===== src/verilog/cache_pkg.sv =====
`default_nettype none

package cache_pkg;

    // word geometry
    localparam int bytes_per_word = 4;
    localparam int bits_per_word  = 32;

    typedef logic [7:0]                 byte_t;
    typedef logic [bits_per_word - 1:0] word_t;
    typedef logic [31:0]                addr_t;

    // merging works on bytes, storage and transfer on whole words
    typedef union packed {
        word_t                        word;
        byte_t [bytes_per_word - 1:0] bytes;
    } word_view_t;

    // one bit per byte lane
    typedef logic [bytes_per_word - 1:0] strobe_t;

    typedef enum logic [1:0] {
        size_byte = 2'd0,
        size_half = 2'd1,
        size_word = 2'd2
    } access_size_t;

    // processor side
    typedef struct packed {
        logic         req;
        logic         wr;
        access_size_t size;
        addr_t        addr;
        word_view_t   wdata;
    } mem_req_t;

    typedef struct packed {
        logic  addr_ok;
        logic  data_ok;
        word_t rdata;
    } mem_resp_t;

    // cache bus, burst length is always one line
    typedef struct packed {
        logic  valid;
        logic  is_write;
        addr_t addr;
        word_t wdata;
    } cbus_req_t;

    typedef struct packed {
        logic  okay;
        logic  last;
        word_t rdata;
    } cbus_resp_t;

endpackage

`default_nettype wire


===== src/verilog/strobe_translator.sv =====
`timescale 1ns/1ps
`default_nettype none

module strobe_translator
    import cache_pkg::*;
(
    input  access_size_t size,
    input  logic [1:0]   offset,
    output strobe_t      strobe
);

    always_comb begin
        unique case (size)
            size_byte: strobe = strobe_t'(4'b0001 << offset);
            // lane pair picked by the high offset bit
            size_half: strobe = offset[1] ? 4'b1100 : 4'b0011;
            size_word: strobe = 4'b1111;
            default:   strobe = 4'b0000;
        endcase
    end

endmodule

`default_nettype wire


===== src/verilog/one_line_buffer.sv =====
`timescale 1ns/1ps
`default_nettype none

module one_line_buffer
    import cache_pkg::*;
#(
    parameter int line_words = 16
) (
    input  logic       clk,
    input  logic       reset,
    input  mem_req_t   mem_req,
    output mem_resp_t  mem_resp,
    output cbus_req_t  cbus_req,
    input  cbus_resp_t cbus_resp
);

    localparam int align_bits = $clog2(bytes_per_word);
    localparam int index_bits = $clog2(line_words);
    localparam int tag_bits   = 32 - index_bits - align_bits;

    typedef logic [align_bits - 1:0] align_t;
    typedef logic [index_bits - 1:0] index_t;
    typedef logic [tag_bits - 1:0]   tag_t;

    typedef struct packed {
        tag_t   tag;
        index_t index;
        align_t align;
    } line_addr_t;

    typedef enum logic [1:0] {
        st_idle,
        st_write_back,
        st_refill
    } state_t;

    // line state
    logic       valid;
    logic       dirty;
    tag_t       tag;
    word_view_t line_mem [line_words];
    state_t     state;
    index_t     beat;

    // the request that missed
    mem_req_t   saved_req;

    line_addr_t req_addr;
    line_addr_t saved_addr;
    logic       tag_hit;
    logic       offset_hit;
    strobe_t    req_strb;
    strobe_t    saved_strb;
    word_view_t fill_word;

    assign req_addr   = mem_req.addr;
    assign saved_addr = saved_req.addr;
    assign tag_hit    = valid && tag == req_addr.tag;
    assign offset_hit = beat == saved_addr.index;

    strobe_translator req_strb_i (
        .size   (mem_req.size),
        .offset (req_addr.align),
        .strobe (req_strb)
    );

    strobe_translator saved_strb_i (
        .size   (saved_req.size),
        .offset (saved_addr.align),
        .strobe (saved_strb)
    );

    // refill beat, with pending write bytes merged in
    always_comb begin
        fill_word.word = cbus_resp.rdata;
        if (offset_hit && saved_req.wr) begin
            for (int i = 0; i < bytes_per_word; i++) begin
                if (saved_strb[i])
                    fill_word.bytes[i] = saved_req.wdata.bytes[i];
            end
        end
    end

    always_ff @(posedge clk) begin
        if (reset) begin
            valid <= 1'b0;
            dirty <= 1'b0;
            beat  <= '0;
            state <= st_idle;
        end else begin
            unique case (state)
                st_idle: begin
                    if (mem_req.req && tag_hit) begin
                        if (mem_req.wr)
                            dirty <= 1'b1;
                    end else if (mem_req.req) begin
                        state <= dirty ? st_write_back : st_refill;
                    end
                end
                st_write_back: begin
                    // beat wraps to zero on the last beat
                    if (cbus_resp.okay)
                        beat <= beat + 1'b1;
                    if (cbus_resp.last)
                        state <= st_refill;
                end
                st_refill: begin
                    if (cbus_resp.okay)
                        beat <= beat + 1'b1;
                    if (cbus_resp.last) begin
                        state <= st_idle;
                        valid <= 1'b1;
                        dirty <= saved_req.wr;
                        tag   <= saved_addr.tag;
                    end
                end
                default: state <= st_idle;
            endcase
        end
    end

    // line data and saved request, no reset
    always_ff @(posedge clk) begin
        if (state == st_idle && mem_req.req) begin
            if (tag_hit && mem_req.wr) begin
                for (int i = 0; i < bytes_per_word; i++) begin
                    if (req_strb[i])
                        line_mem[req_addr.index].bytes[i] <= mem_req.wdata.bytes[i];
                end
            end else if (!tag_hit) begin
                saved_req <= mem_req;
            end
        end
        if (state == st_refill && cbus_resp.okay)
            line_mem[beat] <= fill_word;
    end

    // processor side
    assign mem_resp.addr_ok = state == st_idle;
    assign mem_resp.data_ok = (state == st_idle && mem_req.req && tag_hit) ||
                              (state == st_refill && cbus_resp.okay && offset_hit);
    // miss data comes straight from the bus
    assign mem_resp.rdata   = state == st_idle ? line_mem[req_addr.index].word
                                               : fill_word.word;

    // bus master
    assign cbus_req.valid    = state != st_idle;
    assign cbus_req.is_write = state == st_write_back;
    assign cbus_req.wdata    = line_mem[beat].word;
    assign cbus_req.addr     = {
        (state == st_write_back ? tag : saved_addr.tag),
        {(index_bits + align_bits){1'b0}}
    };

endmodule

`default_nettype wire


===== config.mk =====
export PLATFORM = sky130hd
export DESIGN_NAME = one_line_buffer
export DESIGN_NICKNAME = d
export VERILOG_FILES = /design/src/verilog/cache_pkg.sv /design/src/verilog/strobe_translator.sv /design/src/verilog/one_line_buffer.sv
export SDC_FILE = /design/constraint.sdc
export NUM_CORES = 1
export LEC_CHECK = 0
export ABC_CLOCK_PERIOD_IN_PS = 6100
export BUFFER_PORTS_ARGS = -buffer_cell sky130_fd_sc_hd__buf_2
export CAP_MARGIN = 20
export CORE_MARGIN = 10
export CORE_UTILIZATION = 45
export DETAILED_ROUTE_END_ITERATION = 12
export GPL_TIMING_DRIVEN = 0
export PLACE_DENSITY_LB_ADDON = 0.25
export SYNTH_ARGS = -nofsm -noshare
export SYNTH_HDL_FRONTEND = slang
export SYNTH_SLANG_ARGS = --single-unit

===== constraint.sdc =====
create_clock -name clk -period 6.1 [get_ports clk]
set_clock_uncertainty 0.2 [all_clocks]
set_input_delay 0.305 -clock clk [delete_from_list [all_inputs] [get_ports clk]]
set_output_delay 0.305 -clock clk [all_outputs]
set_load 0.01 [all_outputs]

# Word-level counts from Yosys, hierarchy flattened
# Memories as Yosys holds them, arrays and structs flattened. A register that Yosys moved wholly into a read port is not among the register bits.
# Cells that the tools add are included.
[classes]
n_addsub = 1
n_eq_ne = 14
n_shift = 2
n_mux = 44
bitwise_logic = 3
reduce_logical = 22
[op_table]
columns = ["op", "n"]
rows = [
  ["$mux 32", 3],
  ["$mux 8", 4],
  ["$reduce_or 32->1", 1],
  ["$eq 26x26->1", 1],
  ["$mux 26", 1],
  ["$mux 4", 6],
  ["$pmux 4 s3", 2],
  ["$mux 1", 21],
  ["$mux 2", 5],
  ["$logic_and 1x1->1", 8],
  ["$ne 2x2->1 const B", 4],
  ["$reduce_and 4->1", 2],
  ["$shl 1x2->4 const A", 2],
  ["$eq 2x1->1 const B", 3],
  ["$eq 2x2->1 const B", 3],
  ["$logic_not 2->1", 3],
  ["$pmux 2 s3", 1],
  ["$reduce_and 3->1", 2],
  ["$add 4x1->4 const B", 1],
  ["$eq 4x4->1", 1],
  ["$ne 2x1->1 const B", 2],
  ["$reduce_and 2->1", 2],
  ["$reduce_bool 2->1", 2],
  ["$not 1->1", 3],
  ["other kinds (3)", 3],
]
[word_totals]
register_bits = 101
ramBits = 512
in_bits = 104
word_cells = 96
n_memories = 1
[memory_table]
columns = ["name", "depth", "word_bits", "rd", "rd_ports_with_merged_regs", "write_ports", "line", "rtl"]
rows = [
  ["line_mem", 16, 32, 2, 1, 1, "one_line_buffer.sv:41", "word_view_t line_mem [line_words];"],
]

# Logic depth before layout (Yosys ltp)
# Gate-level depths: netlist (run 1).
[logic_depth]
ltp_word = 7
ltp_mapped = 8
ltp_nobuf = 7

# Modules after synthesis
# Synthesis (run 1) repeated with hierarchy kept, for this count alone.
[unflattened]
cells_unflattened = 1379
area_unflattened_um2 = 28745.1
[by_module_without_submodules]
columns = ["mod", "n_inst", "cells_per_inst", "area_each_um2", "seq_area_each_um2"]
rows = [
  ["one_line_buffer", 1, 1363, 28612.4, 18407.7],
  ["strobe_translator", 2, 8, 66.3, 0.0],
]

# Worst setup path before layout (run 1)
# Ideal clock, no wire load.
[synth_path]
path_type = "flip-flop to flip-flop"
startpoint = "register tag[7]"
endpoint = "register saved_req, in the netlist saved_addr[0] (enable)"
setup_time_ns = 0.493
arrival_ns = 3.724
t_required_ns = 5.407
setup_slack_ns = 1.683
stages_incl_launch_ff = 6
path_cell_list = "edfxtp_1 xnor2_1 nand4_1 nor4_1 and2_1 nor2_1"
[synth_between]
elab_chain_len = 5
[synth_lines]
columns = ["element", "line", "rtl"]
rows = [
  ["from (decl)", "one_line_buffer.sv:40", "tag_t tag;"],
  ["from (signal assigned)", "one_line_buffer.sv:114", "tag <= saved_addr.tag;"],
  ["$eq 26x26->1 *", "one_line_buffer.sv:58", "assign tag_hit = valid && tag == req_addr.tag;"],
  ["$logic_and 1x1->1 *", "one_line_buffer.sv:58", ""],
  ["$logic_and 1x1->1", "one_line_buffer.sv:125", "if (tag_hit && mem_req.wr) begin"],
  ["$not 1->1 (no source line)", "n/a", ""],
  ["$reduce_and 3->1 (no source line) *", "n/a", ""],
  ["to (signal assigned)", "one_line_buffer.sv:131", "saved_req <= mem_req;"],
  ["to (decl)", "one_line_buffer.sv:46", "mem_req_t saved_req;"],
]
# Mark *: on every way between the ends. The rest lies on a longest branch, timed or not.
# A chain may end at the register's enable or synchronous reset.

==> results_dict.tcl, run 1 <==
set metrics [dict create \
    clkSinkCount 617 \
    vias_per_cell 6.188 \
    wirelength_mm 82.97 \
    tightest_slew_ns 1.188 \
    final_nets 1912 \
    cts_setup_buffers 0 \
    seqPwrFrac_pct 46.0 \
    seq_area_sq_um 18410 \
    finalPower_uw 10770 \
    worstSkewPairLatency_ns 0.60 \
    power_frac_comb_pct 15.8 \
    start_util_pct 45.61 \
    filler_cell_count 4821 \
    clockPowerShare_pct 38.2 \
    drive_above_1_share_pct 45.15 \
    postRouteAntennaNets 0 \
    die_h_um 273.1 \
    slew_headroom_pct 20.81 \
    internal_power_uw 8113 \
    cts_resized 0 \
    synthToLayoutAreaGrowth_pct 19.83 \
    die_area_sq_um 74570 \
    io_pins 204 \
    hp-class "input pin to flop" \
    antenna_found_initial 1 \
    yosysTopAreaCell "edfxtp_1" \
    holdBufCountCts 72 \
    finalSetupViolations 0 \
    path_clk_slew_ns 0.06 \
    synth.avg_cell_area_sq_um 20.73 \
    fmax_ghz 0.2122 \
    setup.worst_path.class "input pin to output pin" \
    synth_cell_types 44 \
    htreeDepth 3 \
    min_period_ns 4.713 \
    cp-start-kind "input pin" \
    hold_violations 0 \
    multi_input_area_sq_um 9937 \
    arrival_ns 4.21 \
    yosys.area.top_type_share_pct 63.03 \
    finalInstanceArea_sq_um 34540 \
    io_buffers 197 \
    ys_warn_count 0 \
    wire_per_inst_um 30.71 \
    endpoint_kind "output pin" \
    groute.usage.overall_pct 22.25 \
    crit_path_top_delay_cell "clkbuf_1" \
    drc 0 \
    crit_fanout 10 \
    p_per_area_nw_per_um2 311.9 \
    crit_top_cell "clkbuf_1" \
    grt_overflow_total 0 \
    drv_slew 0 \
    synthTopCellsByArea "edfxtp_1 (63%), mux4_2 (25%), mux2_2 (4.3%), a21oi_1 (1.3%), xnor2_1 (0.91%)" \
    rsz0062_at_grt "false" \
    clockBufferDepth 3 \
    p_sw_share_pct 24.68 \
    netlist_area_sq_um 28820 \
    cts_tree "yes" \
    synth_cells 1390 \
    drtPass1Iterations 6 \
    ctsRootBufferMaster "clkbuf_16" \
    gp_congestion 0.8704 \
    required_ns 5.59 \
    path_cells "dlygate4sd3_1 -> buf_2 -> clkbuf_1 -> clkbuf_1 -> clkbuf_1 -> mux4_2 -> mux4_2 -> mux2_2 -> buf_2" \
    worst-r2r-setup-slack_ns 2.10 \
    post-route-period-util_pct 77.26 \
    die_w_um 273.1 \
    grt_pass1_wl_mm 120.0 \
    num_vias 16720 \
    ys_ff_latch 617 \
    core_region_area_sq_um 63200 \
    drtIter0Drc 1790 \
    cts_buffers 68 \
    status "completed" \
    p_sw_uw 2659 \
    rows 92 \
    max_cap_violations 0 \
    irDropWorstVdd_mv 0.2044 \
    yosysSeqAreaShare_pct 63.87 \
    grt_pass1_vias 17500 \
    grt_max_degree 27 \
    slowest_delay_ns 0.84 \
    place_hpwl_mm 59.24 \
    placed_cell_area_sq_um 31490 \
    p_leak_uw 0.01109 \
]
final timing paths:
kind,startpoint,to,depth (start not counted)
max reg2reg,tag[13]$_DFFE_PP_,line_mem[8][27]$_DFFE_PP_,7
max,mem_req[35],mem_resp[22],9
min reg2reg,saved_addr[25]$_DFFE_PP_,tag[19]$_DFFE_PP_,0
min,cbus_resp[31],line_mem[4][31]$_DFFE_PP_,4
Yosys cell counts (all sizes together):
| library cell | count |
|---|---|
| a21oi | 74 |
| nand4b | 2 |
| conb | 1 |
| o31ai | 2 |
| a31oi | 1 |
| a31o | 1 |
| or3 | 2 |
| and3 | 1 |
| xnor2 | 30 |
| nand2b | 8 |
| a221oi | 1 |
| xor2 | 2 |
| nor4 | 2 |
| mux2 | 119 |
| o21ai | 9 |
| nand3b | 4 |
| mux2i | 2 |
| nor3 | 2 |
| clkbuf | 57 |
| nor2 | 17 |
| o211ai | 2 |
| inv | 6 |
| ha | 4 |
| and2 | 1 |
| nand4 | 9 |
| o32ai | 1 |
| dfxtp | 12 |
| and4 | 1 |
| nand3 | 8 |
| mux4 | 320 |
| nor2b | 2 |
| o21bai | 1 |
| o2111ai | 3 |
| nand2 | 27 |
| o22ai | 2 |
| edfxtp | 605 |
| a21boi | 1 |
| buf | 48 |
kinds of logic after synthesis:
group / after synthesis / synth area share (%)
multiplexers: 441 / 29.72
AO/OA/AOI/OAI: 98 / 1.845
buffers and inverters: 111 / 1.832
adder cells (fa/ha/maj): 4 / 0.1737
AND/OR/NAND/NOR: 86 / 1.572
XOR/XNOR: 32 / 0.9724
flip-flops: 617 / 63.87
other: 1 / 0.01301
per-layer routing:
layer / global-route usage [%] / up-vias / wire length [um]
met5: 0 / - / 0
met3: 4.926 / 169 / 7064
met2: 36.43 / 882 / 40940
li1: - / 6836 / -
met1: 28.69 / 8834 / 31960
met4: 8.723 / 0 / 3005
power by group through the flow:
stage	Clock, uW	Sequential (uW)	Combinational (uW)
floorplan	0	5030	1050
global placement	0	5050	1610
detailed placement	0	5040	1670
CTS	4170	4950	1720
global route	4350	4960	1820
finish	4110	4950	1710
critical path, delay by kind of cell:
| kind | cells | cell delay (ns) |
|---|---|---|
| buffers and inverters | 6 | 2.63 |
| multiplexers | 3 | 1.27 |
state kept, by name, summed over array words and instances (netlist names), named ones only:
register,flops
saved_addr,32
saved_req,35
line_mem,512
tag,26
dirty,1
beat,4
valid,1
state,2
layout make-up:
class	count	area share [%]
sequential	617	53.30
multi-input combinational	667	28.77
timing repair buffer	339	6.883
clock buffer	92	5.698
tap	846	3.065
buffer	105	1.464
clock inverter	28	0.7426
inverter	6	0.06521
antenna	2	0.01449
through the flow:
stage	worst slack [ns]	hold WS, ns	std cells	util [%]	TNS [ns]
final	1.387	0.1601	2702	54.65	0
after global routing	1.308	0.2235	2701	54.65	0
after CTS	1.404	0.1222	2691	54.50	0
after detailed placement	1.961	0.2320	2499	49.84	0
after global placement	-1.153	0.2259	2438	48.87	-76.44
after floorplan	1.683	0.2039	1395	-	0
placed cells by master, fill, tap and decap left out, types with 3 or more instances in the layout:
| cell type | count |
|---|---|
| clkinv_1 | 11 |
| buf_1 | 16 |
| o21ai_0 | 8 |
| clkbuf_16 | 73 |
| buf_4 | 49 |
| buf_6 | 27 |
| edfxtp_1 | 605 |
| nand3_1 | 8 |
| clkinv_2 | 10 |
| buf_2 | 214 |
| bufinv_16 | 5 |
| nor2_1 | 15 |
| a21oi_2 | 3 |
| dlygate4sd3_1 | 72 |
| mux2_2 | 111 |
| mux2_1 | 8 |
| nand4_1 | 9 |
| clkbuf_8 | 7 |
| xnor2_1 | 30 |
| nand3b_1 | 4 |
| dfxtp_1 | 12 |
| o2111ai_1 | 3 |
| inv_1 | 5 |
| ha_1 | 4 |
| conb_1 | 6 |
| a21oi_1 | 71 |
| mux4_2 | 320 |
| nand2b_1 | 8 |
| nand2_1 | 27 |
| buf_8 | 7 |
| clkbuf_1 | 69 |
No activity file was read; power rests on OpenSTA's default activity.
==> run 2: changes to the inputs <==
--- a/config.mk
+++ b/config.mk
@@ -5,7 +5,7 @@
 export SDC_FILE = /design/constraint.sdc
 export NUM_CORES = 1
 export LEC_CHECK = 0
-export ABC_CLOCK_PERIOD_IN_PS = 6100
+export ABC_CLOCK_PERIOD_IN_PS = 3780
 export BUFFER_PORTS_ARGS = -buffer_cell sky130_fd_sc_hd__buf_2
 export CAP_MARGIN = 20
 export CORE_MARGIN = 10
==> constraint.sdc (replaced) <==
create_clock -name clk -period 3.78 [get_ports clk]
set_clock_uncertainty 0.2 [all_clocks]
set_input_delay 0.189 -clock clk [delete_from_list [all_inputs] [get_ports clk]]
set_output_delay 0.189 -clock clk [all_outputs]
set_load 0.01 [all_outputs]
==> results_dict.tcl, run 2 (same netlist as run 1, synthesis figures left out) <==
set metrics [dict create \
    post-route-period-util_pct 98.71 \
    drtIter0Drc 1803 \
    stdcell_count 2706 \
    start_util_pct 45.61 \
    tightest_slew_ns 1.177 \
    fmax_ghz 0.2680 \
    path_clk_slew_ns 0.06 \
    crit_path_top_delay_cell "clkbuf_1" \
    crit_fanout 10 \
    grt_max_degree 22 \
    slew_headroom_pct 21.53 \
    reg2reg_to "line_mem[10][27]$_DFFE_PP_" \
    die_w_um 273.1 \
    postRouteAntennaNets 0 \
    layout_commonest_cell "edfxtp_1" \
    arrival_ns 3.34 \
    regMostFlops "line_mem" \
    endpoint "cbus_req[22]" \
    irDropWorstVdd_mv 0.2902 \
    antenna_found_initial 2 \
    ctsRootBufferMaster "clkbuf_16" \
    filler_cell_count 4843 \
    setup_tns_ns 0 \
    wirelength_mm 83.40 \
    grt_overflow_total 0 \
    final_nets 1915 \
    path_cells "clkbuf_1 -> clkbuf_1 -> mux4_2 -> mux4_2 -> buf_2" \
    hp-class "input pin to flop" \
    place_hpwl_mm 59.50 \
    worstSkewPairLatency_ns 0.61 \
    rsz0062_at_grt "true" \
    finalInstanceArea_sq_um 34770 \
    r2r-start "tag[22]$_DFFE_PP_" \
    synthToLayoutAreaGrowth_pct 20.62 \
    drv_slew 0 \
    rows 92 \
    num_vias 16890 \
    dp.cells 2501 \
    cts_buffers 67 \
    finalSetupViolations 0 \
    drtPass1Iterations 5 \
    grt_pass1_wl_mm 120.4 \
    htreeDepth 3 \
    hold_violations 0 \
    multi_input_area_sq_um 10010 \
    largest_reg_flops 512 \
    status "completed" \
    die_h_um 273.1 \
    place_ws_ns -0.1196 \
    drc 0 \
    cts_tree "yes" \
    p_leak_uw 0.01119 \
    required_ns 3.39 \
    mostFrequentLayoutCells "edfxtp_1 (605), mux4_2 (320), buf_2 (214)" \
    cp-start-kind "flop" \
    clockBufferDepth 3 \
    worst_slack_ns 0.04895 \
    setup.worst_path.class "flop to output pin" \
    drive_above_1_share_pct 46.91 \
    placed_cell_area_sq_um 31640 \
    io_pins 204 \
    clkSinkCount 617 \
    groute.usage.overall_pct 22.33 \
    r2r_cells 7 \
    worst-r2r-setup-slack_ns 0.13 \
    gp_congestion 0.8525 \
    endpoint_kind "output pin" \
    seq_area_sq_um 18410 \
    p_per_area_nw_per_um2 500.1 \
    slowest_delay_ns 0.79 \
    wire_per_inst_um 30.82 \
    max_cap_violations 0 \
    core_region_area_sq_um 63200 \
    die_area_sq_um 74570 \
    min_period_ns 3.731 \
    io_buffers 197 \
    grt_pass1_vias 17580 \
    vias_per_cell 6.243 \
]
-- run 2: cell count changes in the layout (fill, tap and decap cells not counted), moves of 4 or more --
cell / change
a21oi_1: -16
a21oi_2: +15
buf_1: -4
buf_16: +5
buf_4: -11
buf_6: +9
clkbuf_1: -7
clkbuf_16: -4
clkbuf_2: +15
-- run 2: per-stage QoR --
| step | util [%] | hold slack [ns] | total power (uW) |
|---|---|---|---|
| CTS | 54.81 | 0.03233 | 17480 |
| floorplan | - | 0.08787 | 9795 |
| finish | 55.01 | 0.03834 | 17390 |
| global placement | 48.88 | 0.1794 | 10720 |
| detailed placement | 50.07 | 0.1796 | 10870 |
| global route | 55.01 | 0.09845 | 17970 |
-- run 2: worst max-delay path: cells and delay by family (launching register included) --
family                 cells  cell delay (ns)
multiplexers               2             0.97
flip-flops                 1             0.32
buffers and inverters      3             1.44
-- run 2: report_power, final --
part | switching [uW] | leakage (uW) | internal, uW
registers | 79.6 | 0.00558 | 7910
logic | 1570 | 0.00453 | 1250
clock network | 2710 | 0.00107 | 3880
-- run 2: area by class of cell --
class / count / share of cell area [%]
flip-flops and latches: 617 / 52.95
multi-input cells: 667 / 28.80
repair buffers: 343 / 7.317
clock buffers: 90 / 5.337
well taps: 846 / 3.045
plain buffers: 105 / 1.508
clock inverters: 31 / 0.9753
inverters: 6 / 0.06478
diodes: 1 / 0.007198
-- run 2: metal layers --
| metal | vias up | share of wire, % | GRT usage, % |
|---|---|---|---|
| met1 | 8993 | 38 | 28.86 |
| met3 | 163 | 8.2 | 4.454 |
| met4 | 2 | 3.3 | 8.375 |
| met5 | - | 0.016 | 0 |
| li1 | 6860 | - | - |
| met2 | 876 | 50 | 37.04 |
-- run 2: what timing repair did --
| item | 4_1_cts | 5_1_grt |
|---|---|---|
| pin swaps | 1 | 1 |
| hold endpoints to repair | 583 | 0 |
| setup endpoints to repair | 90 | 205 |
| cloned | 0 | 0 |
| buffers inserted | 1 | 3 |
| hold buffers | 73 | 0 |
| resized for setup | 14 | 33 |
-- run 2: how the worst min path moves through the flow --
stage                              from                        end  slack, ns  cells past startpoint
final                     cbus_resp[13]  line_mem[8][13]$_DFFE_PP_       0.04                      3
after global placement       mem_req[1]     saved_req[1]$_DFFE_PP_       0.18                      1
after floorplan             mem_req[32]    saved_addr[0]$_DFFE_PP_       0.09                      0
after CTS                 cbus_resp[13]  line_mem[8][13]$_DFFE_PP_       0.03                      3
after detailed placement     mem_req[5]     saved_req[5]$_DFFE_PP_       0.18                      1
after global routing      cbus_resp[13]  line_mem[8][13]$_DFFE_PP_        0.1                      3
